## config.mk

```make
export PLATFORM = sky130hd
export DESIGN_NAME = vmul_insn_queue
export DESIGN_NICKNAME = d
export VERILOG_FILES = /design/src/vmul_pkg.sv /design/src/vmul_insn_queue.sv
export VERILOG_INCLUDE_DIRS = /design/src /design/src/src
export SDC_FILE = /design/constraint.sdc
export NUM_CORES = 1
export LEC_CHECK = 0
export BUFFER_PORTS_ARGS = -buffer_cell sky130_fd_sc_hd__buf_2
export CORE_MARGIN = 2
export CORE_UTILIZATION = 32
export CTS_BUF_LIST = sky130_fd_sc_hd__clkbuf_8
export DETAILED_ROUTE_END_ITERATION = 6
export PLACE_DENSITY = 0.49
export SLEW_MARGIN = 5
export SYNTH_ARGS = -nofsm -noshare
export SYNTH_HDL_FRONTEND = slang
export SYNTH_SLANG_ARGS = --single-unit
```

## constraint.sdc

```tcl
create_clock -name clk_i -period 3.48 [get_ports clk_i]
set_input_delay 0.696 -clock clk_i [delete_from_list [all_inputs] [get_ports clk_i]]
set_output_delay 0.696 -clock clk_i [all_outputs]
set_load 0.01 [all_outputs]
```

## src/vmul_defines.svh

```systemverilog
// Width, depth and latency macros of the vector multiply unit
`ifndef VMUL_DEFINES_SVH
`define VMUL_DEFINES_SVH

// Element word and its byte enable
`define VMUL_ELEN 64
`define VMUL_STRB 8

// Instruction ids and queue depths
`define VMUL_NR_VINSN 4
`define VMUL_INSN_DEPTH 4
`define VMUL_RESQ_DEPTH 2

// Multiplier pipeline stages
`define VMUL_LAT 2

// Vector length counts up to 64 elements
`define VMUL_VL_W 7

// Register file geometry
`define VMUL_VREG_WORDS 8
`define VMUL_ADDR_W 8

`endif

```

## src/vmul_pkg.sv

```systemverilog
// Operation and element-width enums, queued instruction struct and element word union
`include "vmul_defines.svh"
`default_nettype none

package vmul_pkg;

  typedef enum logic [1:0] {
    VMUL,
    VMULHU,
    VMACC
  } vmul_op_e;

  typedef enum logic [1:0] {
    EW8,
    EW16,
    EW32,
    EW64
  } vew_e;

  typedef struct packed {
    logic [1:0]            id;
    vmul_op_e              op;
    vew_e                  vsew;
    logic [`VMUL_VL_W-1:0] vl;
    logic [4:0]            vd;
    logic [`VMUL_ELEN-1:0] scalar_op;
    logic                  use_scalar_op;
    logic                  use_vs1;
    logic                  use_vs2;
    logic                  use_vd;
    logic                  vm;
  } vinsn_t;

  // One 64-bit word seen as lanes of each element width
  typedef union packed {
    logic [7:0][7:0]  b;
    logic [3:0][15:0] h;
    logic [1:0][31:0] w;
    logic [63:0]      d;
  } elem_word_u;

endpackage

`default_nettype wire

```

## src/vmul_insn_queue.sv

```systemverilog
// Four-entry in-flight instruction queue with issue, processing and commit phases
`include "vmul_defines.svh"
`default_nettype none

module vmul_insn_queue import vmul_pkg::*; (
  input  logic   clk_i,
  input  logic   rst_ni,
  input  vinsn_t vinsn_i,
  input  logic   vinsn_valid_i,
  output logic   ready_o,
  output vinsn_t issue_insn_o,
  output logic   issue_valid_o,
  input  logic   issue_done_i,
  output vinsn_t proc_insn_o,
  input  logic   proc_done_i,
  output vinsn_t commit_insn_o,
  output logic   commit_valid_o,
  input  logic   commit_done_i
);

  localparam int unsigned Depth = `VMUL_INSN_DEPTH;
  localparam int unsigned PtrW  = $clog2(Depth);
  localparam int unsigned CntW  = $clog2(Depth + 1);
  localparam logic [CntW-1:0] Full = `VMUL_INSN_DEPTH;

  vinsn_t          mem_q [Depth];
  logic [PtrW-1:0] accept_pnt_q;
  logic [PtrW-1:0] issue_pnt_q;
  logic [PtrW-1:0] proc_pnt_q;
  logic [PtrW-1:0] commit_pnt_q;
  logic [CntW-1:0] issue_cnt_q;
  logic [CntW-1:0] commit_cnt_q;
  logic            accept;

  // A slot is free again only once its results are committed
  assign ready_o = (commit_cnt_q != Full);
  assign accept  = vinsn_valid_i & ready_o;

  assign issue_insn_o   = mem_q[issue_pnt_q];
  assign issue_valid_o  = (issue_cnt_q != '0);
  assign proc_insn_o    = mem_q[proc_pnt_q];
  assign commit_insn_o  = mem_q[commit_pnt_q];
  assign commit_valid_o = (commit_cnt_q != '0);

  always_ff @(posedge clk_i) begin
    if (accept) begin
      mem_q[accept_pnt_q] <= vinsn_i;
    end
  end

  always_ff @(posedge clk_i or negedge rst_ni) begin
    if (!rst_ni) begin
      accept_pnt_q <= '0;
      issue_pnt_q  <= '0;
      proc_pnt_q   <= '0;
      commit_pnt_q <= '0;
      issue_cnt_q  <= '0;
      commit_cnt_q <= '0;
    end else begin
      if (accept) begin
        accept_pnt_q <= accept_pnt_q + 1'b1;
      end
      if (issue_done_i) begin
        issue_pnt_q <= issue_pnt_q + 1'b1;
      end
      if (proc_done_i) begin
        proc_pnt_q <= proc_pnt_q + 1'b1;
      end
      if (commit_done_i) begin
        commit_pnt_q <= commit_pnt_q + 1'b1;
      end
      // Pointers wrap naturally, the depth is a power of two
      issue_cnt_q  <= issue_cnt_q + CntW'(accept) - CntW'(issue_done_i);
      commit_cnt_q <= commit_cnt_q + CntW'(accept) - CntW'(commit_done_i);
    end
  end

endmodule

`default_nettype wire

```

==> results.json <==
{
  "final.hold.worst_slack_ps": 276.4,
  "dpl.hpwl_um": 29580,
  "post_route_cells_drive_above_1_share_pct": 62.97,
  "cp_top_family": "flip-flops",
  "mappedNetlistNets": 834,
  "rows": 85,
  "power.share.switching_pct": 37.36,
  "grt_pass1_wl_um": 70010,
  "synth_warnings": 0,
  "maximum_number_of_pins_on_one_net_before_global_route_repair": 89,
  "crit_arrival_ps": 2520,
  "start_util_pct": 32.43,
  "cts.path.max_buffers": 3,
  "grt_setup_unrepaired": "false",
  "min_path_type": "input port to register",
  "crit_buf_inv": 2,
  "timing.critical_path.slowest_stage_cell": "sky130_fd_sc_hd__dfrtp_4",
  "average_wire_per_standard_cell_um": 25.62,
  "cell_internal_pwr_mw": 13.03,
  "via_count_of_the_first_global_routing_pass": 10553,
  "drt_first_pass_iters": 4,
  "yosys.cell_types.count": 21,
  "num_io_pins": 357,
  "yosysSeqAreaShare_pct": 61.77,
  "tritoncts.num_buffers": 68,
  "totalPowerFinal_mw": 20.80,
  "final_hold_viol_count": 0,
  "route.detailed.drc": 0,
  "sequentialPowerShare_pct": 31.8,
  "pwr_density_cell_nw_per_um2": 966.3,
  "fmax_mhz": 310.6,
  "clockPowerShare_pct": 18.5,
  "worst_hold_path.num_cells": 2,
  "regToRegStartpoint": "commit_cnt_q[1]",
  "post-synth-top-area-fraction_pct": 59.76,
  "worst-slew-pin-transition_ps": 690.4,
  "critical_path.cell_chain": "buf_12 > mux4_2 > buf_2",
  "tritoncts_num_sinks": 362,
  "layout_min_cycle_time_ps": 3220,
  "critical_path_peak_fanout": 26,
  "max_slew_vio_count": 0,
  "num_vias": 9778,
  "syn_area_sq_um": 17490,
  "final_critical_path_setup_slack_ps": 260.1,
  "fin_tns_setup_ps": 0,
  "timing.critical_path.to_type": "output port",
  "final_core_util_pct": 39.92,
  "timing.max_cap.violations": 0,
  "antenna_found_initial": 5,
  "req_time_crit_path_ps": 2780,
  "timing.reg2reg.setup_slack_ps": 1290,
  "wirelength_um": 48150,
  "n_fill_cell": 4860,
  "clock_input_transition_at_the_sequential_cells_of_the_worst_setup_and_hold_paths_ps": 50,
  "flow.area_growth_from_synthesis_pct": 23.11,
  "synthCells": 731,
  "die_height_um": 237.8,
  "residual_overflow_from_global_routing": 0,
  "hold-path-endpoint": "proc_pnt_q[0]",
  "critical_path.reg2reg.endpoint": "issue_cnt_q[2]",
  "outcome": "finished clean",
  "cts.root.buffer_cell": "sky130_fd_sc_hd__clkbuf_8",
  "final.period_utilization_pct": 92.53,
  "core_region_area_sq_um": 53920,
  "cts_tree": "built",
  "power.net_switching_mw": 7.772,
  "pwr-share-comb_pct": 49.8,
  "synth_area_leaders": "sky130_fd_sc_hd__edfxtp_1 60%, sky130_fd_sc_hd__mux4_2 34%, sky130_fd_sc_hd__dfrtp_1 2.0%, sky130_fd_sc_hd__buf_4 0.64%, sky130_fd_sc_hd__buf_2 0.60%",
  "htree_levels": 3,
  "timing.clock.skew_ps": 27.06,
  "horizontal_extent_of_the_die_um": 237.8,
  "final_net_count": 1231,
  "timing.setup.critical_path_class": "register to output port",
  "place.port_buffers": 356,
  "number_of_drc_violations_after_detailed_routing_iteration_0": 483,
  "ys_ff_latch": 362,
  "vdd_ir_drop_max_uv": 543.9,
  "synth.avg_cell_area_sq_um": 23.92,
  "critical_path.startpoint": "commit_pnt_q[0]",
  "gp_congestion": 0.7389,
  "postRouteAntennaNets": 0,
  "power.static_leakage_nw": 7.543,
  "reg2regPathDepth": 9,
  "worst_hold_startpoint": "proc_done_i",
  "globalRouteTotalUtil_pct": 17.05,
  "slew-limit-headroom_pct": 53.97,
  "timing.final.setup_violations": 0,
  "avgViaCountPerCell": 5.204,
  "fp.dieArea_sq_um": 56530,
  "clk_latency_ps": 630,
  "pre_cts_slack_ps": 769.3,
  "critPathMaxStageDelay_ps": 870,
  "critPathLaunchType": "register",
  "synth.largest_area_cell": "sky130_fd_sc_hd__edfxtp_1"
}
stage by stage:
step | cells | instance area, sq um
2_1_floorplan | 731 | 17490
3_3_place_gp | 1752 | 20230
3_5_place_dp | 1752 | 20230
4_1_cts | 1875 | 21500
5_1_grt | 1876 | 21520
6_report | 1879 | 21530
timing repair:
| action | in CTS | in global routing |
|---|---|---|
| hold buffers | 1 | 0 |
| resized for setup | 0 | 0 |
| endpoints found under the setup margin | 0 | 7 |
| hold endpoints to repair | 14 | 0 |
| setup buffers | 0 | 1 |
cells by family (layout without fill, tap and decap cells):
kind of cell	Yosys count	count (layout)	synth area share [%]
flops	362	362	61.77
mux	261	261	33.62
buf+inv	69	518	2.555
simple gates	17	17	0.6726
fa+ha+maj	10	10	0.8015
xor+xnor	10	10	0.5009
compound gates	2	2	0.08584
other cells	0	3	0
area by class of cell:
type / instances / area (sq um) / area share [%]
Timing Repair Buffer: 387 / 2280 / 10.59
Multi-Input combinational cell: 300 / 6254 / 29.05
Clock inverter: 50 / 267.8 / 1.244
Clock buffer: 72 / 991.0 / 4.603
Antenna cell: 3 / 7.507 / 0.03487
Tap cell: 696 / 870.8 / 4.045
Sequential cell: 362 / 10820 / 50.28
Inverter: 9 / 33.78 / 0.1569
layer usage:
metal / vias to the layer above / wire length, um / GRT usage [%]
met5: - / 44 / 0
met4: 8 / 852 / 4.479
met3: 74 / 4507 / 6.608
met2: 364 / 23900 / 28.22
met1: 5192 / 18850 / 20.93
li1: 4140 / - / -
placed cells by master (no fill, tap or decap), drive strengths merged:
cell | Yosys | layout
bufinv | 0 | 2
xnor2 | 7 | 7
ha | 8 | 8
dlygate4sd3 | 0 | 1
nand4bb | 2 | 2
dfrtp | 14 | 14
o211ai | 2 | 2
inv | 9 | 29
edfxtp | 348 | 348
nand2 | 4 | 4
and3b | 4 | 4
diode | 0 | 3
or3 | 2 | 2
mux4 | 261 | 261
buf | 45 | 386
xor2 | 3 | 3
fa | 2 | 2
clkbuf | 15 | 72
nor3b | 1 | 1
clkinv | 0 | 26
clkinvlp | 0 | 2
nand2b | 4 | 4
worst register-to-register path, cell delays in order, from the launching register on:
cell,delay (ps)
sky130_fd_sc_hd__dfrtp_1,450
sky130_fd_sc_hd__nor3b_1,270
sky130_fd_sc_hd__nand2b_1,190
sky130_fd_sc_hd__ha_1,240
sky130_fd_sc_hd__inv_1,60
sky130_fd_sc_hd__ha_1,130
sky130_fd_sc_hd__inv_1,50
sky130_fd_sc_hd__fa_1,400
sky130_fd_sc_hd__xnor2_1,190
sky130_fd_sc_hd__xnor2_1,130
flip-flops by register name, indices dropped and copies added (netlist names):
signal	flops
proc_pnt_q	2
commit_cnt_q	3
accept_pnt_q	2
issue_pnt_q	2
commit_pnt_q	2
issue_cnt_q	3
mem_q	348
cell usage after synthesis (all sizes together):
cell     instances
and3b            4
buf             45
clkbuf          15
dfrtp           14
edfxtp         348
fa               2
ha               8
inv              9
mux4           261
nand2            4
nand2b           4
nand4bb          2
nor3b            1
o211ai           2
or3              2
xnor2            7
xor2             3
worst max-delay path by stage:
stage	to	slack [ps]	cells after the start
floorplan	mem_q[0][0]	250	1
global placement	issue_insn_o[56]	790	3
detailed placement	issue_insn_o[56]	770	3
CTS	issue_insn_o[56]	60	3
global route	commit_insn_o[56]	50	3
finish	commit_insn_o[70]	260	3
power by group through the flow:
stage                     clock network (mW)  registers, mW  logic, mW
after floorplan                            0           6.26       6.85
after global placement                     0           6.75       10.5
after detailed placement                   0           6.76       10.5
after CTS                               4.00           6.68       10.5
after global routing                    4.18           6.76       11.1
final                                   3.84           6.61       10.4
Power figures use the tool's default switching activity.
