===== src/vmul_defines.svh =====
// Width, depth and latency macros of the vector multiply unit
`ifndef VMUL_DEFINES_SVH
`define VMUL_DEFINES_SVH

// Element word and its byte enable
`define VMUL_ELEN 64
`define VMUL_STRB 8

// Instruction ids and queue depths
`define VMUL_NR_VINSN 4
`define VMUL_INSN_DEPTH 4
`define VMUL_RESQ_DEPTH 2

// Multiplier pipeline stages
`define VMUL_LAT 2

// Vector length counts up to 64 elements
`define VMUL_VL_W 7

// Register file geometry
`define VMUL_VREG_WORDS 8
`define VMUL_ADDR_W 8

`endif


===== src/vmul_pkg.sv =====
// Operation and element-width enums, queued instruction struct and element word union
`include "vmul_defines.svh"
`default_nettype none

package vmul_pkg;

  typedef enum logic [1:0] {
    VMUL,
    VMULHU,
    VMACC
  } vmul_op_e;

  typedef enum logic [1:0] {
    EW8,
    EW16,
    EW32,
    EW64
  } vew_e;

  typedef struct packed {
    logic [1:0]            id;
    vmul_op_e              op;
    vew_e                  vsew;
    logic [`VMUL_VL_W-1:0] vl;
    logic [4:0]            vd;
    logic [`VMUL_ELEN-1:0] scalar_op;
    logic                  use_scalar_op;
    logic                  use_vs1;
    logic                  use_vs2;
    logic                  use_vd;
    logic                  vm;
  } vinsn_t;

  // One 64-bit word seen as lanes of each element width
  typedef union packed {
    logic [7:0][7:0]  b;
    logic [3:0][15:0] h;
    logic [1:0][31:0] w;
    logic [63:0]      d;
  } elem_word_u;

endpackage

`default_nettype wire


===== src/vmul_writeback.sv =====
// Writeback with processing count, address and byte enables, result queue and commit tracking
`include "vmul_defines.svh"
`default_nettype none

module vmul_writeback import vmul_pkg::*; (
  input  logic                      clk_i,
  input  logic                      rst_ni,
  input  vinsn_t                    proc_insn_i,
  output logic                      proc_done_o,
  input  vinsn_t                    commit_insn_i,
  input  logic                      commit_valid_i,
  output logic                      commit_done_o,
  input  logic [`VMUL_ELEN-1:0]     res_i,
  input  logic [`VMUL_STRB-1:0]     res_mask_i,
  input  logic                      res_valid_i,
  output logic                      res_ready_o,
  output logic                      result_req_o,
  output logic [1:0]                result_id_o,
  output logic [`VMUL_ADDR_W-1:0]   result_addr_o,
  output logic [`VMUL_ELEN-1:0]     result_wdata_o,
  output logic [`VMUL_STRB-1:0]     result_be_o,
  input  logic                      result_gnt_i,
  output logic [`VMUL_NR_VINSN-1:0] vinsn_done_o
);

  localparam int unsigned Depth = `VMUL_RESQ_DEPTH;
  localparam int unsigned PtrW  = $clog2(Depth);
  localparam int unsigned CntW  = $clog2(Depth + 1);
  localparam int unsigned VlW   = `VMUL_VL_W;
  localparam int unsigned AddrW = `VMUL_ADDR_W;
  localparam logic [CntW-1:0]  Full      = `VMUL_RESQ_DEPTH;
  localparam logic [AddrW-1:0] VregWords = `VMUL_VREG_WORDS;

  logic [1:0]            q_id    [Depth];
  logic [AddrW-1:0]      q_addr  [Depth];
  logic [`VMUL_ELEN-1:0] q_wdata [Depth];
  logic [`VMUL_STRB-1:0] q_be    [Depth];
  logic [PtrW-1:0]       wr_pnt_q;
  logic [PtrW-1:0]       rd_pnt_q;
  logic [CntW-1:0]       q_cnt_q;

  logic [VlW-1:0]        proc_cnt_q;
  logic [VlW-1:0]        proc_rem;
  logic [VlW-1:0]        word_idx;
  logic [3:0]            proc_per_word;
  logic [3:0]            proc_n;
  logic [3:0]            proc_bytes;
  logic [AddrW-1:0]      wr_addr;
  logic [`VMUL_STRB-1:0] wr_be;
  logic                  push;

  logic [VlW-1:0]        commit_cnt_q;
  logic [VlW-1:0]        commit_rem;
  logic [3:0]            commit_per_word;
  logic [3:0]            commit_n;
  logic                  pop;

  // Processing side, one word per multiplier result
  assign proc_rem      = (proc_cnt_q == '0) ? proc_insn_i.vl : proc_cnt_q;
  assign proc_per_word = 4'd8 >> proc_insn_i.vsew;
  assign proc_n        = (VlW'(proc_per_word) > proc_rem) ? proc_rem[3:0] : proc_per_word;
  assign proc_bytes    = proc_n << proc_insn_i.vsew;

  // Word index is the count of elements already written divided by lanes per word
  assign word_idx = (proc_insn_i.vl - proc_rem) >> (2'd3 - proc_insn_i.vsew);
  assign wr_addr  = VregWords * AddrW'(proc_insn_i.vd) + AddrW'(word_idx);
  assign wr_be    = ~({`VMUL_STRB{1'b1}} << proc_bytes)
                  & (proc_insn_i.vm ? {`VMUL_STRB{1'b1}} : res_mask_i);

  assign res_ready_o = (q_cnt_q != Full);
  assign push        = res_valid_i & res_ready_o;
  assign proc_done_o = push & (proc_rem == VlW'(proc_n));

  always_ff @(posedge clk_i) begin
    if (push) begin
      q_id[wr_pnt_q]    <= proc_insn_i.id;
      q_addr[wr_pnt_q]  <= wr_addr;
      q_wdata[wr_pnt_q] <= res_i;
      q_be[wr_pnt_q]    <= wr_be;
    end
  end

  // Register file port, held until granted
  assign result_req_o   = (q_cnt_q != '0);
  assign result_id_o    = q_id[rd_pnt_q];
  assign result_addr_o  = q_addr[rd_pnt_q];
  assign result_wdata_o = q_wdata[rd_pnt_q];
  assign result_be_o    = q_be[rd_pnt_q];

  // Commit side counts elements as their words are granted
  assign pop             = result_gnt_i & result_req_o;
  assign commit_rem      = (commit_cnt_q == '0) ? commit_insn_i.vl : commit_cnt_q;
  assign commit_per_word = 4'd8 >> commit_insn_i.vsew;
  assign commit_n        = (VlW'(commit_per_word) > commit_rem) ? commit_rem[3:0]
                                                                 : commit_per_word;
  assign commit_done_o   = pop & commit_valid_i & (commit_rem == VlW'(commit_n));

  assign vinsn_done_o = commit_done_o
                      ? ({{(`VMUL_NR_VINSN-1){1'b0}}, 1'b1} << commit_insn_i.id)
                      : '0;

  always_ff @(posedge clk_i or negedge rst_ni) begin
    if (!rst_ni) begin
      proc_cnt_q   <= '0;
      commit_cnt_q <= '0;
      wr_pnt_q     <= '0;
      rd_pnt_q     <= '0;
      q_cnt_q      <= '0;
    end else begin
      if (push) begin
        proc_cnt_q <= proc_rem - VlW'(proc_n);
        wr_pnt_q   <= wr_pnt_q + 1'b1;
      end
      if (pop) begin
        commit_cnt_q <= commit_rem - VlW'(commit_n);
        rd_pnt_q     <= rd_pnt_q + 1'b1;
      end
      q_cnt_q <= q_cnt_q + CntW'(push) - CntW'(pop);
    end
  end

endmodule

`default_nettype wire


===== config.mk =====
export PLATFORM = sky130hd
export DESIGN_NAME = vmul_writeback
export DESIGN_NICKNAME = d
export VERILOG_FILES = /design/src/vmul_pkg.sv /design/src/vmul_writeback.sv
export VERILOG_INCLUDE_DIRS = /design/src /design/src/src
export SDC_FILE = /design/constraint.sdc
export NUM_CORES = 1
export LEC_CHECK = 0
export ABC_AREA = 0
export BUFFER_PORTS_ARGS = -buffer_cell sky130_fd_sc_hd__buf_4
export CORE_UTILIZATION = 49
export DETAILED_ROUTE_END_ITERATION = 12
export HOLD_SLACK_MARGIN = 0.1
export PLACE_DENSITY = 0.8
export SLEW_MARGIN = 10
export SYNTH_ARGS = -nofsm -noshare
export SYNTH_HDL_FRONTEND = slang
export SYNTH_SLANG_ARGS = --single-unit

===== constraint.sdc =====
create_clock -name clk_i -period 5.9 [get_ports clk_i]
set_clock_uncertainty 0.2 [all_clocks]
set_input_delay 0.885 -clock clk_i [delete_from_list [all_inputs] [get_ports clk_i]]
set_output_delay 0.885 -clock clk_i [all_outputs]
set_load 0.02 [all_outputs]

==> metrics.cfg <==
[synthesis]
synth.largest_area_cell=edfxtp_1
yosysWarnings=0
syn-cell-area_um2=8530
synth_nets=892
synth_top_area_share=0.577
avgSynthCellArea_um2=13.7
synth_edf_count=164
ys_seq_area_frac=0.630
ys_ff_latch=182
ys.flop_type=edfxtp_1
synth_cell_types=66
ys_async_sr_fraction=0.0989
synthTopCellsByArea=edfxtp_1 58%, mux2_2 11%, dfrtp_1 5.3%, ha_1 2.8%, o21ai_0 1.9%
syn_inst=621

[grt]
grt_pass1_wl_um=30300
grt_util_all_layers=0.223
grt_pass1_vias=5788
grt_start_max_net_pins=84
grt.overflow.total=0
antenna_found_initial=0

[timing]
max_slew_margin=0.232
clock.fmax_ghz=0.178
final-hold-violation-count=0
worstMarginPinSlew_ns=1.15
fin_crit_ns=5.62
setup_viol=0
setup-tns-final_ns=0
final-max-slew-violation-count=0
rsz0062_at_grt=false
fin_crit_sh=0.952

[power_and_ir_drop]
p_leak_nw=4.17
ir_drop_mv=0.403
power_mw=5.81
powerDensity_nw_per_um2=533

[die]
num_io_pins=341
row_count=47
die_w_um=134
core_region_area_um2=16800
start_util=0.507
dieArea_um2=17900
die_h_um=134

[cts]
htreeDepth=4
clockBufferDepth=2
clk_pin_slew_worst_paths_ns=0.08
worstSkewPairLatency_ns=0.44
cts_tree=yes
numClockSinks=182
cts-buffers-inserted=17
root_buffer=clkbuf_16

[min_path]
holdCritPathClass=in -> async

[setup_path]
crit_arrival_ns=4.53
cp_cell_sequence=nor3_2 -> and3_2 -> a21o_1 -> inv_1 -> ha_1 -> o21a_1 -> a311oi_2 -> o22ai_1 -> o21ai_2 -> a21oi_1 -> ha_1 -> nand4_1 -> a2111oi_4 -> nor3b_1 -> buf_4
cp-start-kind=flop
reg2regPathDepth=18
cpMostUsedCell=ha_1
critical-path-top-delay-family=compound AO/OA/AOI/OAI gates
cpPeakStageDelay_ns=0.46
worst-path-max-fanout=7
cp_num_buf_inv=2
cp.required_ns=4.82
cp-end-kind=output pin
worstSetupPathType=reg -> out
cp_slowest_cell=a2111oi_4
critical_path_cell_count=15

[routing]
drcViolationCount=0
dr.pass1.iters=5
routed_wirelength_um=19700
routed-via-count=5896
drt_iter0_drc=467
wl_per_cell_um=18.8
ant_nets=0
vias_per_cell=5.61

[placed_design]
hpwl_um=13900
io_buffers=194
gp_congestion=0.902

[layout]
multi_input_area_um2=3030
nFillCells=1226
diodes=0
final_nets=1089
ff_latch_area_um2=5380
syn_to_final_growth_pct=27.9
drive_above_1_share=0.419

[run]
drv_cap=0

[outcome]
status=finished, final reports clean

[worst reg2reg max path, delay by kind of cell (launching register included)]
family	cells	cell delay, ns
compound gates	8	1.54
fa+ha+maj	4	0.97
simple gates	2	0.81
flops	1	0.51
xor+xnor	2	0.33
buf+inv	2	0.22
[final cells by class]
cell class | count | area share
clock buffer | 17 | 0.0390
clock inverter | 15 | 0.0197
inverter | 17 | 0.00585
multi-input combinational | 396 | 0.277
sequential | 182 | 0.493
tap | 220 | 0.0252
timing repair buffer | 204 | 0.140
[cells by family after synthesis]
kind of cell	Yosys count	share of synthesized area
flops	182	0.630
simple gates	134	0.0776
compound gates	132	0.103
mux	89	0.117
buf+inv	43	0.0214
xor+xnor	21	0.0216
fa+ha+maj	20	0.0302
[path summary, 6_finish.rpt]
path | from | to | slack, ns
max | commit_cnt_q[4]$_DFFE_PN0P_ | vinsn_done_o[0] | 0.28
min | rst_ni | proc_cnt_q[4]$_DFFE_PN0P_ | 0.11
max reg2reg | proc_cnt_q[2]$_DFFE_PN0P_ | q_addr[1][7]$_DFFE_PP_ | 1.08
min reg2reg | q_cnt_q[1]$_DFF_PN0_ | q_cnt_q[1]$_DFF_PN0_ | 0.33
max in group asynchronous | rst_ni | rd_pnt_q$_DFFE_PN0P_ | 5.15
min in group clk_i | q_cnt_q[1]$_DFF_PN0_ | q_cnt_q[1]$_DFF_PN0_ | 0.33
[metrics by stage]
step / utilization / worst slack [ns] / cells / instance area, um^2 / hold WS (ns)
floorplan: - / 0.198 / 621 / 8530 / 0.260
global placement: 0.607 / 0.551 / 1016 / 10200 / 0.279
detailed placement: 0.607 / 0.319 / 1016 / 10200 / 0.298
CTS: 0.647 / 0.159 / 1048 / 10900 / 0.104
global route: 0.649 / 0.00310 / 1051 / 10900 / 0.116
finish: 0.649 / 0.282 / 1051 / 10900 / 0.113
[sequential cells by signal, indices dropped and copies added, names as in the netlist]
register	flops
proc_cnt_q	7
q_addr	16
q_id	4
q_cnt_q	2
q_wdata	128
rd_pnt_q	1
q_be	16
commit_cnt_q	7
wr_pnt_q	1
[layer usage]
layer  global-route usage  up-vias  routed length [um]
li1                     -     2766                   -
met1                0.299     2782                8280
met2                0.354      318                9180
met3               0.0544       30                1880
met4               0.0808        0                 368
met5                    0        -                   0
[cells in the final DEF, fill, tap and decap left out, types with 6 or more instances in the layout]
cell type,count
xnor2_1,16
dfrtp_1,17
ha_1,19
clkinv_8,6
nand2_1,41
nor3_1,9
a31oi_1,13
mux2i_1,6
nand2b_1,9
o21ai_0,33
clkbuf_16,17
buf_4,204
a21oi_1,29
inv_1,14
mux2_2,83
edfxtp_1,164
nor2_1,34
[report_power, final]
part           switching [mW]  internal (mW)
Sequential              0.260           1.82
Clock                   0.585          0.593
Combinational            1.44           1.12
Total                    2.28           3.53
[cell usage after synthesis, types with 2 or more instances]
| cell type | instances |
|---|---|
| xor2_1 | 5 |
| edfxtp_1 | 164 |
| dfrtp_1 | 18 |
| a211oi_1 | 3 |
| nand2_1 | 41 |
| a21oi_1 | 29 |
| nor2b_1 | 5 |
| nand3_1 | 5 |
| xnor2_1 | 16 |
| o31a_1 | 2 |
| o31ai_1 | 4 |
| a311oi_1 | 4 |
| o21ai_0 | 33 |
| buf_6 | 2 |
| a31oi_1 | 13 |
| o21a_1 | 5 |
| nand2b_1 | 9 |
| nor3b_1 | 2 |
| buf_2 | 5 |
| o211ai_1 | 3 |
| a31o_2 | 2 |
| ha_1 | 19 |
| clkbuf_1 | 18 |
| o21ai_1 | 4 |
| clkinv_1 | 2 |
| and2_1 | 2 |
| a21oi_2 | 2 |
| mux2_2 | 83 |
| mux2i_1 | 6 |
| nor2_1 | 35 |
| nand4_1 | 3 |
| o22a_1 | 3 |
| inv_1 | 14 |
| or2_2 | 5 |
| and3_1 | 4 |
| nor3_1 | 10 |
| o22ai_1 | 5 |
| nand4b_1 | 2 |
| or3_1 | 2 |
| a21o_1 | 5 |
| or4_1 | 2 |
[timing repair]
action                                  4_1_cts  5_1_grt
resized for setup                             3        4
setup buffers                                 0        3
hold buffers                                  0        0
pin swaps                                     0        1
endpoints found under the setup margin        5        6
No activity file was read; power rests on OpenSTA's default activity.
