`config.mk`:
```
export PLATFORM = sky130hd
export DESIGN_NAME = vmul_issue
export DESIGN_NICKNAME = d
export VERILOG_FILES = /design/src/vmul_pkg.sv /design/src/vmul_issue.sv
export VERILOG_INCLUDE_DIRS = /design/src /design/src/src
export SDC_FILE = /design/constraint.sdc
export NUM_CORES = 1
export LEC_CHECK = 0
export BUFFER_PORTS_ARGS = -buffer_cell sky130_fd_sc_hd__buf_2
export CELL_PAD_IN_SITES_DETAIL_PLACEMENT = 1
export CELL_PAD_IN_SITES_GLOBAL_PLACEMENT = 1
export CORE_AREA = 3 3 194 196
export CTS_CLUSTER_DIAMETER = 150
export DETAILED_ROUTE_END_ITERATION = 6
export DIE_AREA = 0 0 197 199
export PLACE_DENSITY_LB_ADDON = 0.1
export SYNTH_ARGS = -nofsm -noshare
export SYNTH_HDL_FRONTEND = slang
export SYNTH_SLANG_ARGS = --single-unit
```
`constraint.sdc`:
```
create_clock -name clk_i -period 5.35 [get_ports clk_i]
set_input_delay 1.07 -clock clk_i [delete_from_list [all_inputs] [get_ports clk_i]]
set_output_delay 1.07 -clock clk_i [all_outputs]
set_load 0.02 [all_outputs]
```
`src/vmul_defines.svh`:
```
// Width, depth and latency macros of the vector multiply unit
`ifndef VMUL_DEFINES_SVH
`define VMUL_DEFINES_SVH

// Element word and its byte enable
`define VMUL_ELEN 64
`define VMUL_STRB 8

// Instruction ids and queue depths
`define VMUL_NR_VINSN 4
`define VMUL_INSN_DEPTH 4
`define VMUL_RESQ_DEPTH 2

// Multiplier pipeline stages
`define VMUL_LAT 2

// Vector length counts up to 64 elements
`define VMUL_VL_W 7

// Register file geometry
`define VMUL_VREG_WORDS 8
`define VMUL_ADDR_W 8

`endif

```
`src/vmul_pkg.sv`:
```
// Operation and element-width enums, queued instruction struct and element word union
`include "vmul_defines.svh"
`default_nettype none

package vmul_pkg;

  typedef enum logic [1:0] {
    VMUL,
    VMULHU,
    VMACC
  } vmul_op_e;

  typedef enum logic [1:0] {
    EW8,
    EW16,
    EW32,
    EW64
  } vew_e;

  typedef struct packed {
    logic [1:0]            id;
    vmul_op_e              op;
    vew_e                  vsew;
    logic [`VMUL_VL_W-1:0] vl;
    logic [4:0]            vd;
    logic [`VMUL_ELEN-1:0] scalar_op;
    logic                  use_scalar_op;
    logic                  use_vs1;
    logic                  use_vs2;
    logic                  use_vd;
    logic                  vm;
  } vinsn_t;

  // One 64-bit word seen as lanes of each element width
  typedef union packed {
    logic [7:0][7:0]  b;
    logic [3:0][15:0] h;
    logic [1:0][31:0] w;
    logic [63:0]      d;
  } elem_word_u;

endpackage

`default_nettype wire

```
`src/vmul_issue.sv`:
```
// Issue stage with operand handshake, scalar replication, element counting and byte enables
`include "vmul_defines.svh"
`default_nettype none

module vmul_issue import vmul_pkg::*; (
  input  logic                       clk_i,
  input  logic                       rst_ni,
  input  vinsn_t                     insn_i,
  input  logic                       insn_valid_i,
  input  logic [2:0][`VMUL_ELEN-1:0] operand_i,
  input  logic [2:0]                 operand_valid_i,
  output logic [2:0]                 operand_ready_o,
  input  logic [`VMUL_STRB-1:0]      mask_i,
  input  logic                       mask_valid_i,
  output logic                       mask_ready_o,
  output logic                       mul_valid_o,
  input  logic                       mul_ready_i,
  output logic [`VMUL_ELEN-1:0]      op_a_o,
  output logic [`VMUL_ELEN-1:0]      op_b_o,
  output logic [`VMUL_ELEN-1:0]      op_c_o,
  output logic [`VMUL_STRB-1:0]      mask_o,
  output logic                       issue_done_o
);

  localparam int unsigned VlW = `VMUL_VL_W;

  elem_word_u            scalar_rep;
  logic [VlW-1:0]        cnt_q;
  logic [VlW-1:0]        remaining;
  logic [3:0]            per_word;
  logic [3:0]            elem_n;
  logic [3:0]            n_bytes;
  logic [`VMUL_STRB-1:0] issue_be;
  logic                  operands_valid;
  logic                  fire;

  // Scalar copied into every lane of the word
  always_comb begin
    scalar_rep.d = '0;
    case (insn_i.vsew)
      EW8: begin
        for (int i = 0; i < 8; i++) begin
          scalar_rep.b[i] = insn_i.scalar_op[7:0];
        end
      end
      EW16: begin
        for (int i = 0; i < 4; i++) begin
          scalar_rep.h[i] = insn_i.scalar_op[15:0];
        end
      end
      EW32: begin
        for (int i = 0; i < 2; i++) begin
          scalar_rep.w[i] = insn_i.scalar_op[31:0];
        end
      end
      default: scalar_rep.d = insn_i.scalar_op;
    endcase
  end

  assign op_a_o = insn_i.use_scalar_op ? scalar_rep.d : operand_i[0];
  assign op_b_o = operand_i[1];
  assign op_c_o = operand_i[2];

  // Unused operands never hold back the micro-operation
  assign operands_valid = (operand_valid_i[0] | ~insn_i.use_vs1)
                        & (operand_valid_i[1] | ~insn_i.use_vs2)
                        & (operand_valid_i[2] | ~insn_i.use_vd)
                        & (mask_valid_i | insn_i.vm);

  assign mul_valid_o = insn_valid_i & operands_valid;
  assign fire        = mul_valid_o & mul_ready_i;

  assign operand_ready_o = fire ? {insn_i.use_vd, insn_i.use_vs2, insn_i.use_vs1} : 3'b000;
  assign mask_ready_o    = fire & ~insn_i.vm;

  // Zero count means the head instruction has not issued yet
  assign remaining = (cnt_q == '0) ? insn_i.vl : cnt_q;
  assign per_word  = 4'd8 >> insn_i.vsew;
  assign elem_n    = (VlW'(per_word) > remaining) ? remaining[3:0] : per_word;
  assign n_bytes   = elem_n << insn_i.vsew;

  // Tail bytes of a partial word are dropped from the carried mask
  assign issue_be = ~({`VMUL_STRB{1'b1}} << n_bytes);
  assign mask_o   = issue_be & (insn_i.vm ? {`VMUL_STRB{1'b1}} : mask_i);

  assign issue_done_o = fire & (remaining == VlW'(elem_n));

  always_ff @(posedge clk_i or negedge rst_ni) begin
    if (!rst_ni) begin
      cnt_q <= '0;
    end else if (fire) begin
      cnt_q <= remaining - VlW'(elem_n);
    end
  end

endmodule

`default_nettype wire

```
==> results_tabular.tex, run 1 <==
\begin{tabular}{lr}
\hline
Metric & Value \\
\hline
\multicolumn{2}{l}{\textbf{Finish}} \\
Area growth from synthesis to layout & 23.5\% \\
ANT cells & 0 \\
Most frequent cells in the layout & 234 x sky130\_fd\_sc\_hd\_\_buf\_2, 55 x sky130\_fd\_sc\_hd\_\_nor2\_1, 49 x sky130\_fd\_sc\_hd\_\_mux2i\_1 \\
Finished Layout Cells & 1117 \\
Multi-input logic area & 2420 sq um \\
Biggest register & cnt\_q \\
Largest regs & cnt\_q: 7 flops \\
FF+latch area & 175 sq um \\
Total number of nets in the final design & 950 \\
Share of final-layout standard cells stronger than drive strength 1 & 0.455 \\
Fill cells & 4493 \\
Most common cell after layout, fill and taps aside & sky130\_fd\_sc\_hd\_\_buf\_2 \\
Largest register FFs & 7 \\
\multicolumn{2}{l}{\textbf{Yosys}} \\
Multiplexer fraction of the synthesized cell area & 0.183 \\
Arithmetic-cell share of the synthesized area counting full adders, half adders and majority gates & 0.0165 \\
Async SR Flop Fraction & 1.00 \\
Share of the synthesized area in the top cell type & 0.254 \\
Mean post-synth cell area & 6.85 sq um \\
Post-Synthesis Cells & 552 \\
Fraction of the mapped netlist area in compound gates & 0.221 \\
Number of synthesized register bits & 7 \\
Yosys warning total & 0 \\
Number of nets in the synthesized netlist & 852 \\
Dominant combinational cell family by area after synthesis & buffers and inverters \\
Post-synthesis share of cell area spent on and, or, nand and nor gates & 0.210 \\
Xor and xnor fraction of the mapped netlist area & 0.00695 \\
Unique cell type count in the Yosys netlist & 60 \\
Number of enable flip-flop cells after synthesis & 0 \\
Portion of the post-synthesis area used by sequential elements & 0.0463 \\
Most instantiated flip-flop cell in the synthesis netlist & sky130\_fd\_sc\_hd\_\_dfrtp\_1 \\
Synth area leaders & sky130\_fd\_sc\_hd\_\_buf\_4 25\%, sky130\_fd\_sc\_hd\_\_mux2i\_1 13\%, sky130\_fd\_sc\_hd\_\_a21oi\_1 6.2\% \\
Synth Cell Area & 3780 sq um \\
Post-synthesis cell type with the largest combined area & sky130\_fd\_sc\_hd\_\_buf\_4 \\
\multicolumn{2}{l}{\textbf{Drt}} \\
DRC viols & 0 \\
WL final & 21900 um \\
Vias/cell & 3.69 \\
DR iter-0 viols & 110 \\
Pre-antenna DRT Iters & 4 \\
Final ANT Viol Nets & 0 \\
Overall via count from detail\_route & 4119 \\
Routed length per placed instance & 19.6 um \\
\multicolumn{2}{l}{\textbf{GRT}} \\
Pin count of the biggest net entering global routing & 60 \\
Antenna violations before repair & 4 \\
Global-route wire length before repair & 31100 um \\
Number of global-route vias before repair & 4540 \\
Overall global routing resource usage & 0.104 \\
Aggregate global routing overflow & 0 \\
\multicolumn{2}{l}{\textbf{Timing}} \\
Final Setup Violations & 0 \\
Fin Clk Skew & 0.000295 ns \\
Final number of hold-violating endpoints & 0 \\
Final Hold Slack & 0.612 ns \\
Slew HR & 0.583 \\
Final sum of negative setup slack & 0 ns \\
Fin crit period & 4.95 ns \\
Maximum clock frequency & 202 MHz \\
Setup repair after global routing missed its margin & no \\
Least setup slack across all paths after layout & 0.396 ns \\
Ratio of final minimum period to clock period & 0.926 \\
Actual slew at the worst max-slew pin & 0.617 ns \\
Final Slew Violations & 0 \\
\multicolumn{2}{l}{\textbf{Worst setup path}} \\
Depth of the worst register-to-register path & 19 \\
Critical Path AT & 3.88 ns \\
WP depth & 16 \\
Destination of the worst register-to-register timing path & cnt\_q[6] \\
Most used cell, CP & sky130\_fd\_sc\_hd\_\_a21oi\_1 \\
CP peak stage delay & 0.47 ns \\
CP startpoint kind & flop \\
Crit path to & issue\_done\_o \\
Reg-to-reg slack, setup & 0.98 ns \\
Number of buffers and inverters on the critical path & 3 \\
Critical path type & reg -> out \\
Setup crit start & cnt\_q[2] \\
Largest delay share family, worst path & simple AND/OR/NAND/NOR gates \\
Largest fanout on the critical path & 11 \\
Critical R2R Launch & cnt\_q[5] \\
Type of destination of the critical path & output port \\
Cells along the critical path & nor4\_4 -> and2\_0 -> a21oi\_1 -> inv\_1 -> ha\_1 -> o21ai\_0 -> o2111ai\_4 -> o21a\_1 -> a21oi\_1 -> buf\_4 -> nor2\_1 -> a21oi\_1 -> ha\_1 -> nand2\_1 -> nor4\_2 -> buf\_2 \\
CP Data Required Time & 4.28 ns \\
Slowest stage cell, crit path & sky130\_fd\_sc\_hd\_\_dfrtp\_1 \\
\multicolumn{2}{l}{\textbf{CTS}} \\
CTS hold repair buffers & 0 \\
Clk Latency, worst-skew pair & 0.23 ns \\
Resize count post-CTS & 0 \\
Maximum buffer depth of the clock tree & 2 \\
H-tree depth & 1 \\
Clock buffers created by TritonCTS & 3 \\
Post-CTS repair timing setup buffer count & 0 \\
Clk sink count & 7 \\
Clock transition at the registers of the reported paths & 0.04 ns \\
Root Buffer Master & sky130\_fd\_sc\_hd\_\_clkbuf\_16 \\
CTS tree & done \\
\multicolumn{2}{l}{\textbf{Power and ir drop}} \\
Total Power Consumption & 1380 uW \\
Leakage dissipation & 0.00225 uW \\
Pwr dens & 296 nW/um\^{}2 \\
Largest vdd supply drop & 0.112 mV \\
\multicolumn{2}{l}{\textbf{Floorplanning}} \\
Initial core utilization & 0.104 \\
Area of the core & 36300 sq um \\
IO Pins & 501 \\
Die footprint & 39200 sq um \\
Die height & 199 um \\
Number of standard-cell rows in the floorplan & 70 \\
Width of the die & 197 um \\
\multicolumn{2}{l}{\textbf{Outcome}} \\
Run status & complete, no violations \\
\multicolumn{2}{l}{\textbf{Job}} \\
Max capacitance violation total & 0 \\
\multicolumn{2}{l}{\textbf{Place}} \\
Dpl ws & 0.382 ns \\
Number of cells in the design after placement & 1113 \\
Final HPWL DP & 19200 um \\
Number of port buffers & 235 \\
Final weighted congestion of routability-driven global placement & 0.774 \\
\multicolumn{2}{l}{\textbf{Hold path}} \\
Class of the tightest hold or removal check & reg -> reg \\
\hline
\end{tabular}
-- cells by family after synthesis --
family          Yosys count
simple gates            158
flops                     7
xor+xnor                  3
buf+inv                 188
fa+ha+maj                 5
compound gates          124
mux                      67
-- how the worst min path moves through the flow --
| stage | from | end | slack (ns) | cells after the start |
|---|---|---|---|---|
| final | cnt_q[3] | cnt_q[3] | 0.61 | 2 |
| after global routing | cnt_q[3] | cnt_q[3] | 0.64 | 2 |
| after CTS | cnt_q[6] | cnt_q[6] | 0.62 | 1 |
| after detailed placement | cnt_q[6] | cnt_q[6] | 0.61 | 1 |
| after global placement | cnt_q[3] | cnt_q[3] | 0.60 | 2 |
| after floorplan | cnt_q[3] | cnt_q[3] | 0.54 | 2 |
-- layout make-up --
class                           instances  share of cell area
Multi-Input combinational cell        357               0.517
Timing Repair Buffer                  252               0.280
Tap cell                              468               0.125
Sequential cell                         7              0.0375
Inverter                               29              0.0233
Clock buffer                            4              0.0169
-- cells in the mapped netlist, types with 3 or more instances --
library cell,count
sky130_fd_sc_hd__a21oi_1,47
sky130_fd_sc_hd__xnor2_1,3
sky130_fd_sc_hd__clkbuf_1,22
sky130_fd_sc_hd__nor3_1,5
sky130_fd_sc_hd__a22oi_1,4
sky130_fd_sc_hd__nor2_1,55
sky130_fd_sc_hd__o21ai_0,31
sky130_fd_sc_hd__buf_4,128
sky130_fd_sc_hd__nand2_1,33
sky130_fd_sc_hd__a211oi_1,5
sky130_fd_sc_hd__a211o_1,7
sky130_fd_sc_hd__nand2b_1,10
sky130_fd_sc_hd__mux2i_1,49
sky130_fd_sc_hd__inv_1,28
sky130_fd_sc_hd__nor2b_1,12
sky130_fd_sc_hd__ha_1,5
sky130_fd_sc_hd__mux2_2,18
sky130_fd_sc_hd__nand3_1,23
sky130_fd_sc_hd__dfrtp_1,7
sky130_fd_sc_hd__buf_1,6
-- report_power, final --
group | switching, uW | internal [uW]
sequential | 49.6 | 77.8
combinational | 679 | 446
clock | 28.8 | 99.2
-- routing by layer --
metal / GRT usage / up-vias / routed length [um]
met5: 0 / - / 34
met4: 0.00924 / 6 / 179
met3: 0.0408 / 24 / 2030
met2: 0.200 / 224 / 11800
met1: 0.110 / 1894 / 7890
li1: - / 1971 / -
-- per-stage QoR --
step	util	instance area, sq um
6_report	0.129	4670
5_1_grt	0.129	4670
3_5_place_dp	0.127	4590
2_1_floorplan	-	3790
4_1_cts	0.129	4670
3_3_place_gp	0.127	4590
-- worst reg2reg max path, delay by kind of cell, from the launching register on --
kind / cells / cell delay (ns)
compound gates: 8 / 1.57
fa+ha+maj: 3 / 0.73
buf+inv: 3 / 0.46
flops: 1 / 0.50
mux: 1 / 0.27
simple gates: 4 / 0.72
(Power assumes the default switching activity.)
==> run 2, diff against run 1 <==
Settings changed: CORE_AREA 3 3 194 196 to 3 3 193 195, DIE_AREA 0 0 197 199 to 0 0 196 198.
Clock period 5.35 ns to 4.4 ns, I/O delays scaled along.
==> results_tabular.tex, run 2 (same netlist as run 1, synthesis figures left out) <==
\begin{tabular}{lr}
\hline
Metric & Value \\
\hline
\multicolumn{2}{l}{\textbf{Floorplanning}} \\
Number of standard-cell rows in the floorplan & 69 \\
Die footprint & 38800 sq um \\
Width of the die & 196 um \\
Area of the core & 35600 sq um \\
IO Pins & 501 \\
Initial core utilization & 0.106 \\
Die height & 198 um \\
\multicolumn{2}{l}{\textbf{CTS}} \\
Clock transition at the registers of the reported paths & 0.04 ns \\
Maximum buffer depth of the clock tree & 2 \\
H-tree depth & 1 \\
Clk sink count & 7 \\
CTS hold repair buffers & 0 \\
Clk Latency, worst-skew pair & 0.23 ns \\
CTS tree & done \\
Root Buffer Master & sky130\_fd\_sc\_hd\_\_clkbuf\_16 \\
Clock buffers created by TritonCTS & 3 \\
\multicolumn{2}{l}{\textbf{Worst setup path}} \\
Critical Path AT & 3.23 ns \\
Largest fanout on the critical path & 7 \\
CP Data Required Time & 3.52 ns \\
Crit path to & issue\_done\_o \\
Type of destination of the critical path & output port \\
CP startpoint kind & primary input \\
Critical path type & in -> out \\
Critical R2R Launch & cnt\_q[0] \\
Reg-to-reg slack, setup & 0.58 ns \\
Destination of the worst register-to-register timing path & cnt\_q[6] \\
Setup crit start & insn\_i[82] \\
Depth of the worst register-to-register path & 18 \\
\multicolumn{2}{l}{\textbf{Drt}} \\
Routed length per placed instance & 19.1 um \\
Vias/cell & 3.78 \\
DR iter-0 viols & 90 \\
Final ANT Viol Nets & 0 \\
DRC viols & 0 \\
Pre-antenna DRT Iters & 4 \\
Overall via count from detail\_route & 4274 \\
WL final & 21600 um \\
\multicolumn{2}{l}{\textbf{Finish}} \\
Fill cells & 4411 \\
Most frequent cells in the layout & 233 x sky130\_fd\_sc\_hd\_\_buf\_2, 55 x sky130\_fd\_sc\_hd\_\_nor2\_1, 49 x sky130\_fd\_sc\_hd\_\_mux2i\_1 \\
Share of final-layout standard cells stronger than drive strength 1 & 0.483 \\
Largest regs & cnt\_q: 7 flops \\
Total number of nets in the final design & 970 \\
Area growth from synthesis to layout & 28.7\% \\
Largest register FFs & 7 \\
Most common cell after layout, fill and taps aside & sky130\_fd\_sc\_hd\_\_buf\_2 \\
Biggest register & cnt\_q \\
\multicolumn{2}{l}{\textbf{Power and ir drop}} \\
Leakage dissipation & 0.00235 uW \\
Pwr dens & 385 nW/um\^{}2 \\
Total Power Consumption & 1880 uW \\
Largest vdd supply drop & 0.286 mV \\
\multicolumn{2}{l}{\textbf{Timing}} \\
Maximum clock frequency & 244 MHz \\
Final number of hold-violating endpoints & 0 \\
Slew HR & 0.502 \\
Actual slew at the worst max-slew pin & 0.746 ns \\
Setup repair after global routing missed its margin & no \\
Final sum of negative setup slack & 0 ns \\
Fin crit period & 4.11 ns \\
Fin Clk Skew & 0.00135 ns \\
Final Slew Violations & 0 \\
Final Setup Violations & 0 \\
Ratio of final minimum period to clock period & 0.933 \\
\multicolumn{2}{l}{\textbf{GRT}} \\
Antenna violations before repair & 6 \\
Overall global routing resource usage & 0.102 \\
Number of global-route vias before repair & 4651 \\
Aggregate global routing overflow & 0 \\
Pin count of the biggest net entering global routing & 62 \\
Global-route wire length before repair & 30500 um \\
\multicolumn{2}{l}{\textbf{Job}} \\
Max capacitance violation total & 0 \\
\multicolumn{2}{l}{\textbf{Hold path}} \\
Class of the tightest hold or removal check & in -> async \\
\multicolumn{2}{l}{\textbf{Place}} \\
Final HPWL DP & 18700 um \\
Final weighted congestion of routability-driven global placement & 0.709 \\
Number of port buffers & 235 \\
\multicolumn{2}{l}{\textbf{Outcome}} \\
Run status & complete, no violations \\
\hline
\end{tabular}
## run 2: cell count changes in the layout (fill, tap and decap cells not counted), moves of 2 or more
cell	delta
sky130_fd_sc_hd__buf_4	+20
sky130_fd_sc_hd__dfrtp_1	-3
sky130_fd_sc_hd__dfrtp_2	+3
sky130_fd_sc_hd__a21oi_1	-2
## run 2: where the power goes
group | switching [uW] | internal [uW] | leakage [uW]
Combinational | 897 | 676 | 0.00223
Sequential | 47.2 | 97.6 | 0.0000849
Clock | 37.3 | 121 | 0.0000382
## run 2: worst min-delay path by stage
stage,startpoint,endpoint,cells after the start,slack [ns]
3_3_place_gp,cnt_q[3],cnt_q[3],2,0.59
4_1_cts,rst_ni,cnt_q[6],1,0.48
3_5_place_dp,cnt_q[3],cnt_q[3],2,0.59
5_1_grt,rst_ni,cnt_q[5],1,0.49
2_1_floorplan,cnt_q[3],cnt_q[3],2,0.54
6_report,rst_ni,cnt_q[5],1,0.48
## run 2: routing by layer
metal  share of wire  GRT usage
met1            0.35      0.104
met2            0.54      0.198
met3           0.083     0.0345
met4           0.025     0.0256
met5          0.0040    0.00741
## run 2: metrics by stage
step           utilization  cell area [sq um]  cells  hold slack [ns]  worst slack [ns]
6_report             0.137               4870   1131            0.481             0.294
5_1_grt              0.137               4870   1131            0.492            0.0239
4_1_cts              0.136               4830   1128            0.483            0.0237
3_5_place_dp         0.133               4750   1124            0.590            0.0598
3_3_place_gp         0.133               4750   1124            0.592            0.0634
2_1_floorplan            -               3820    552            0.539           0.00737
## run 2: timing repair
item                       4_1_cts  5_1_grt
buffers inserted                 0        2
pin swaps                        0        6
resized for setup                3        8
setup endpoints to repair        1        7
gates cloned                     0        0
## run 2: worst max-delay path: stages
cell                      delay (ns)
sky130_fd_sc_hd__buf_2          0.15
sky130_fd_sc_hd__or2_2          0.34
sky130_fd_sc_hd__inv_4          0.06
sky130_fd_sc_hd__ha_1           0.25
sky130_fd_sc_hd__buf_4          0.15
sky130_fd_sc_hd__a31oi_4        0.13
sky130_fd_sc_hd__o21a_1         0.17
sky130_fd_sc_hd__a21oi_1        0.05
sky130_fd_sc_hd__buf_4          0.17
sky130_fd_sc_hd__nand2_1        0.06
sky130_fd_sc_hd__o21ai_0        0.08
sky130_fd_sc_hd__ha_1           0.32
sky130_fd_sc_hd__nand2_1        0.10
sky130_fd_sc_hd__nor4_4         0.14
sky130_fd_sc_hd__buf_4          0.18
## run 2: final cells by class
type	instances	area, sq um	share of cell area
multi-input cells	357	2450	0.503
flip-flops and latches	7	179	0.0368
well taps	461	577	0.118
clock buffers	4	78.8	0.0162
repair buffers	272	1470	0.302
diodes	1	2.50	0.000514
inverters	29	111	0.0229
==> run 3, diff against run 2 <==
Settings changed: PLACE_DENSITY set to 0.54, PLACE_DENSITY_LB_ADDON 0.1 to unset.
==> results_tabular.tex, run 3 (same netlist as run 1, synthesis figures left out) <==
\begin{tabular}{lr}
\hline
Metric & Value \\
\hline
\multicolumn{2}{l}{\textbf{Floorplanning}} \\
Die footprint & 38800 sq um \\
IO Pins & 501 \\
Area of the core & 35600 sq um \\
Initial core utilization & 0.106 \\
Number of standard-cell rows in the floorplan & 69 \\
Die height & 198 um \\
Width of the die & 196 um \\
\multicolumn{2}{l}{\textbf{Timing}} \\
Actual slew at the worst max-slew pin & 0.562 ns \\
Least setup slack across all paths after layout & 0.216 ns \\
Fin Clk Skew & 0.00119 ns \\
Final sum of negative setup slack & 0 ns \\
Final Setup Violations & 0 \\
Slew HR & 0.625 \\
Final Slew Violations & 0 \\
Fin crit period & 4.18 ns \\
Setup repair after global routing missed its margin & no \\
Final number of hold-violating endpoints & 0 \\
Final Hold Slack & 0.482 ns \\
Maximum clock frequency & 239 MHz \\
Ratio of final minimum period to clock period & 0.951 \\
\multicolumn{2}{l}{\textbf{Worst setup path}} \\
Type of destination of the critical path & output port \\
Critical path type & in -> out \\
Setup crit start & insn\_i[74] \\
Critical R2R Launch & cnt\_q[0] \\
Reg-to-reg slack, setup & 0.58 ns \\
CP Data Required Time & 3.52 ns \\
Critical Path AT & 3.30 ns \\
Depth of the worst register-to-register path & 19 \\
Largest fanout on the critical path & 5 \\
Destination of the worst register-to-register timing path & cnt\_q[6] \\
Crit path to & issue\_done\_o \\
CP startpoint kind & primary input \\
\multicolumn{2}{l}{\textbf{Power and ir drop}} \\
Psw & 971 uW \\
Pwr dens & 383 nW/um\^{}2 \\
Largest vdd supply drop & 0.393 mV \\
Leakage dissipation & 0.00236 uW \\
Relative contribution of the clock network to total power & 0.083 \\
Combinational fraction of design power & 0.844 \\
Switch share & 0.518 \\
Internal power summed over all cells & 904 uW \\
Share of power burned in registers & 0.073 \\
\multicolumn{2}{l}{\textbf{Finish}} \\
Total number of nets in the final design & 970 \\
Largest register FFs & 7 \\
Biggest register & cnt\_q \\
Share of final-layout standard cells stronger than drive strength 1 & 0.484 \\
Most frequent cells in the layout & 231 x sky130\_fd\_sc\_hd\_\_buf\_2, 54 x sky130\_fd\_sc\_hd\_\_nor2\_1, 49 x sky130\_fd\_sc\_hd\_\_mux2i\_1 \\
Most common cell after layout, fill and taps aside & sky130\_fd\_sc\_hd\_\_buf\_2 \\
Area growth from synthesis to layout & 29.4\% \\
Largest regs & cnt\_q: 7 flops \\
ANT cells & 0 \\
Fill cells & 4451 \\
\multicolumn{2}{l}{\textbf{Place}} \\
Dpl ws & 0.0214 ns \\
Final HPWL DP & 17800 um \\
Final weighted congestion of routability-driven global placement & 0.783 \\
Number of port buffers & 235 \\
\multicolumn{2}{l}{\textbf{GRT}} \\
Number of global-route vias before repair & 4428 \\
Overall global routing resource usage & 0.0972 \\
Met1 layer usage reported by global route & 0.112 \\
Pin count of the biggest net entering global routing & 56 \\
Layer with the highest usage after global routing & met2 \\
GR Util met3 & 0.0366 \\
Aggregate global routing overflow & 0 \\
Global-route track usage on met2 & 0.168 \\
Antenna violations before repair & 1 \\
Global-route wire length before repair & 28900 um \\
\multicolumn{2}{l}{\textbf{Drt}} \\
DR iter-0 viols & 110 \\
Final ANT Viol Nets & 0 \\
Vias/cell & 3.74 \\
Routed length per placed instance & 18.1 um \\
Overall via count from detail\_route & 4227 \\
WL final & 20400 um \\
DRC viols & 0 \\
Pre-antenna DRT Iters & 5 \\
\multicolumn{2}{l}{\textbf{CTS}} \\
H-tree depth & 1 \\
CTS tree & done \\
Clock buffers created by TritonCTS & 3 \\
Maximum buffer depth of the clock tree & 2 \\
Root Buffer Master & sky130\_fd\_sc\_hd\_\_clkbuf\_16 \\
CTS hold repair buffers & 0 \\
Clk Latency, worst-skew pair & 0.23 ns \\
Clock transition at the registers of the reported paths & 0.04 ns \\
Clk sink count & 7 \\
\multicolumn{2}{l}{\textbf{Hold path}} \\
Class of the tightest hold or removal check & in -> async \\
\multicolumn{2}{l}{\textbf{Job}} \\
Max capacitance violation total & 0 \\
\multicolumn{2}{l}{\textbf{Outcome}} \\
Run status & complete, no violations \\
\hline
\end{tabular}
[run 3: cell types whose count changed in the layout (fill, tap and decap cells not counted), sizes merged]
cell and change:
diode -1
[run 3: worst min path at each step]
stage             start       end  slack (ns)  cells past startpoint
2_1_floorplan  cnt_q[3]  cnt_q[3]        0.54                      2
3_3_place_gp   cnt_q[3]  cnt_q[3]        0.59                      2
3_5_place_dp   cnt_q[0]  cnt_q[0]        0.61                      2
4_1_cts          rst_ni  cnt_q[5]        0.49                      1
5_1_grt          rst_ni  cnt_q[5]        0.50                      1
6_report         rst_ni  cnt_q[5]        0.48                      1
[run 3: worst max-delay path, cell delays in order]
cell                        delay (ns)
sky130_fd_sc_hd__buf_2            0.11
sky130_fd_sc_hd__a21oi_2          0.21
sky130_fd_sc_hd__inv_1            0.09
sky130_fd_sc_hd__ha_2             0.21
sky130_fd_sc_hd__a221oi_4         0.26
sky130_fd_sc_hd__o2111ai_4        0.17
sky130_fd_sc_hd__o21a_1           0.16
sky130_fd_sc_hd__a21oi_2          0.13
sky130_fd_sc_hd__buf_4            0.16
sky130_fd_sc_hd__o21ai_0          0.09
sky130_fd_sc_hd__ha_1             0.35
sky130_fd_sc_hd__nand2_1          0.10
sky130_fd_sc_hd__nor4_4           0.21
sky130_fd_sc_hd__buf_4            0.18
[run 3: what timing repair did]
action                                  4_1_cts  5_1_grt
pin swaps                                     0        4
endpoints found under the setup margin        1        8
resized for setup                             2       11
setup buffers                                 0        3
[run 3: final cells by class]
class	count	area, sq um	share of cell area
Multi-Input combinational cell	357	2470	0.505
Clock buffer	4	78.8	0.0161
Timing Repair Buffer	272	1480	0.302
Inverter	29	111	0.0228
Sequential cell	7	178	0.0363
Tap cell	461	577	0.118
[run 3: per-layer routing]
metal / wire [um] / part of all wire
met4: 632 / 0.031
met1: 7960 / 0.39
met2: 9870 / 0.48
met3: 1920 / 0.094
met5: 13 / 0.00064
[run 3: through the flow]
| step | instances | utilization | power [uW] | area [sq um] |
|---|---|---|---|---|
| 2_1_floorplan | 552 | - | 1230 | 3820 |
| 3_3_place_gp | 1123 | 0.133 | 1640 | 4740 |
| 3_5_place_dp | 1123 | 0.133 | 1660 | 4740 |
| 4_1_cts | 1127 | 0.136 | 1830 | 4830 |
| 5_1_grt | 1130 | 0.138 | 2040 | 4890 |
| 6_report | 1130 | 0.138 | 1870 | 4890 |
[run 3: power groups by stage]
stage	registers (uW)	clock network [uW]	logic, uW
floorplan	130	0	1100
global placement	134	0	1510
detailed placement	135	0	1520
CTS	136	157	1540
global route	142	163	1730
finish	137	155	1580
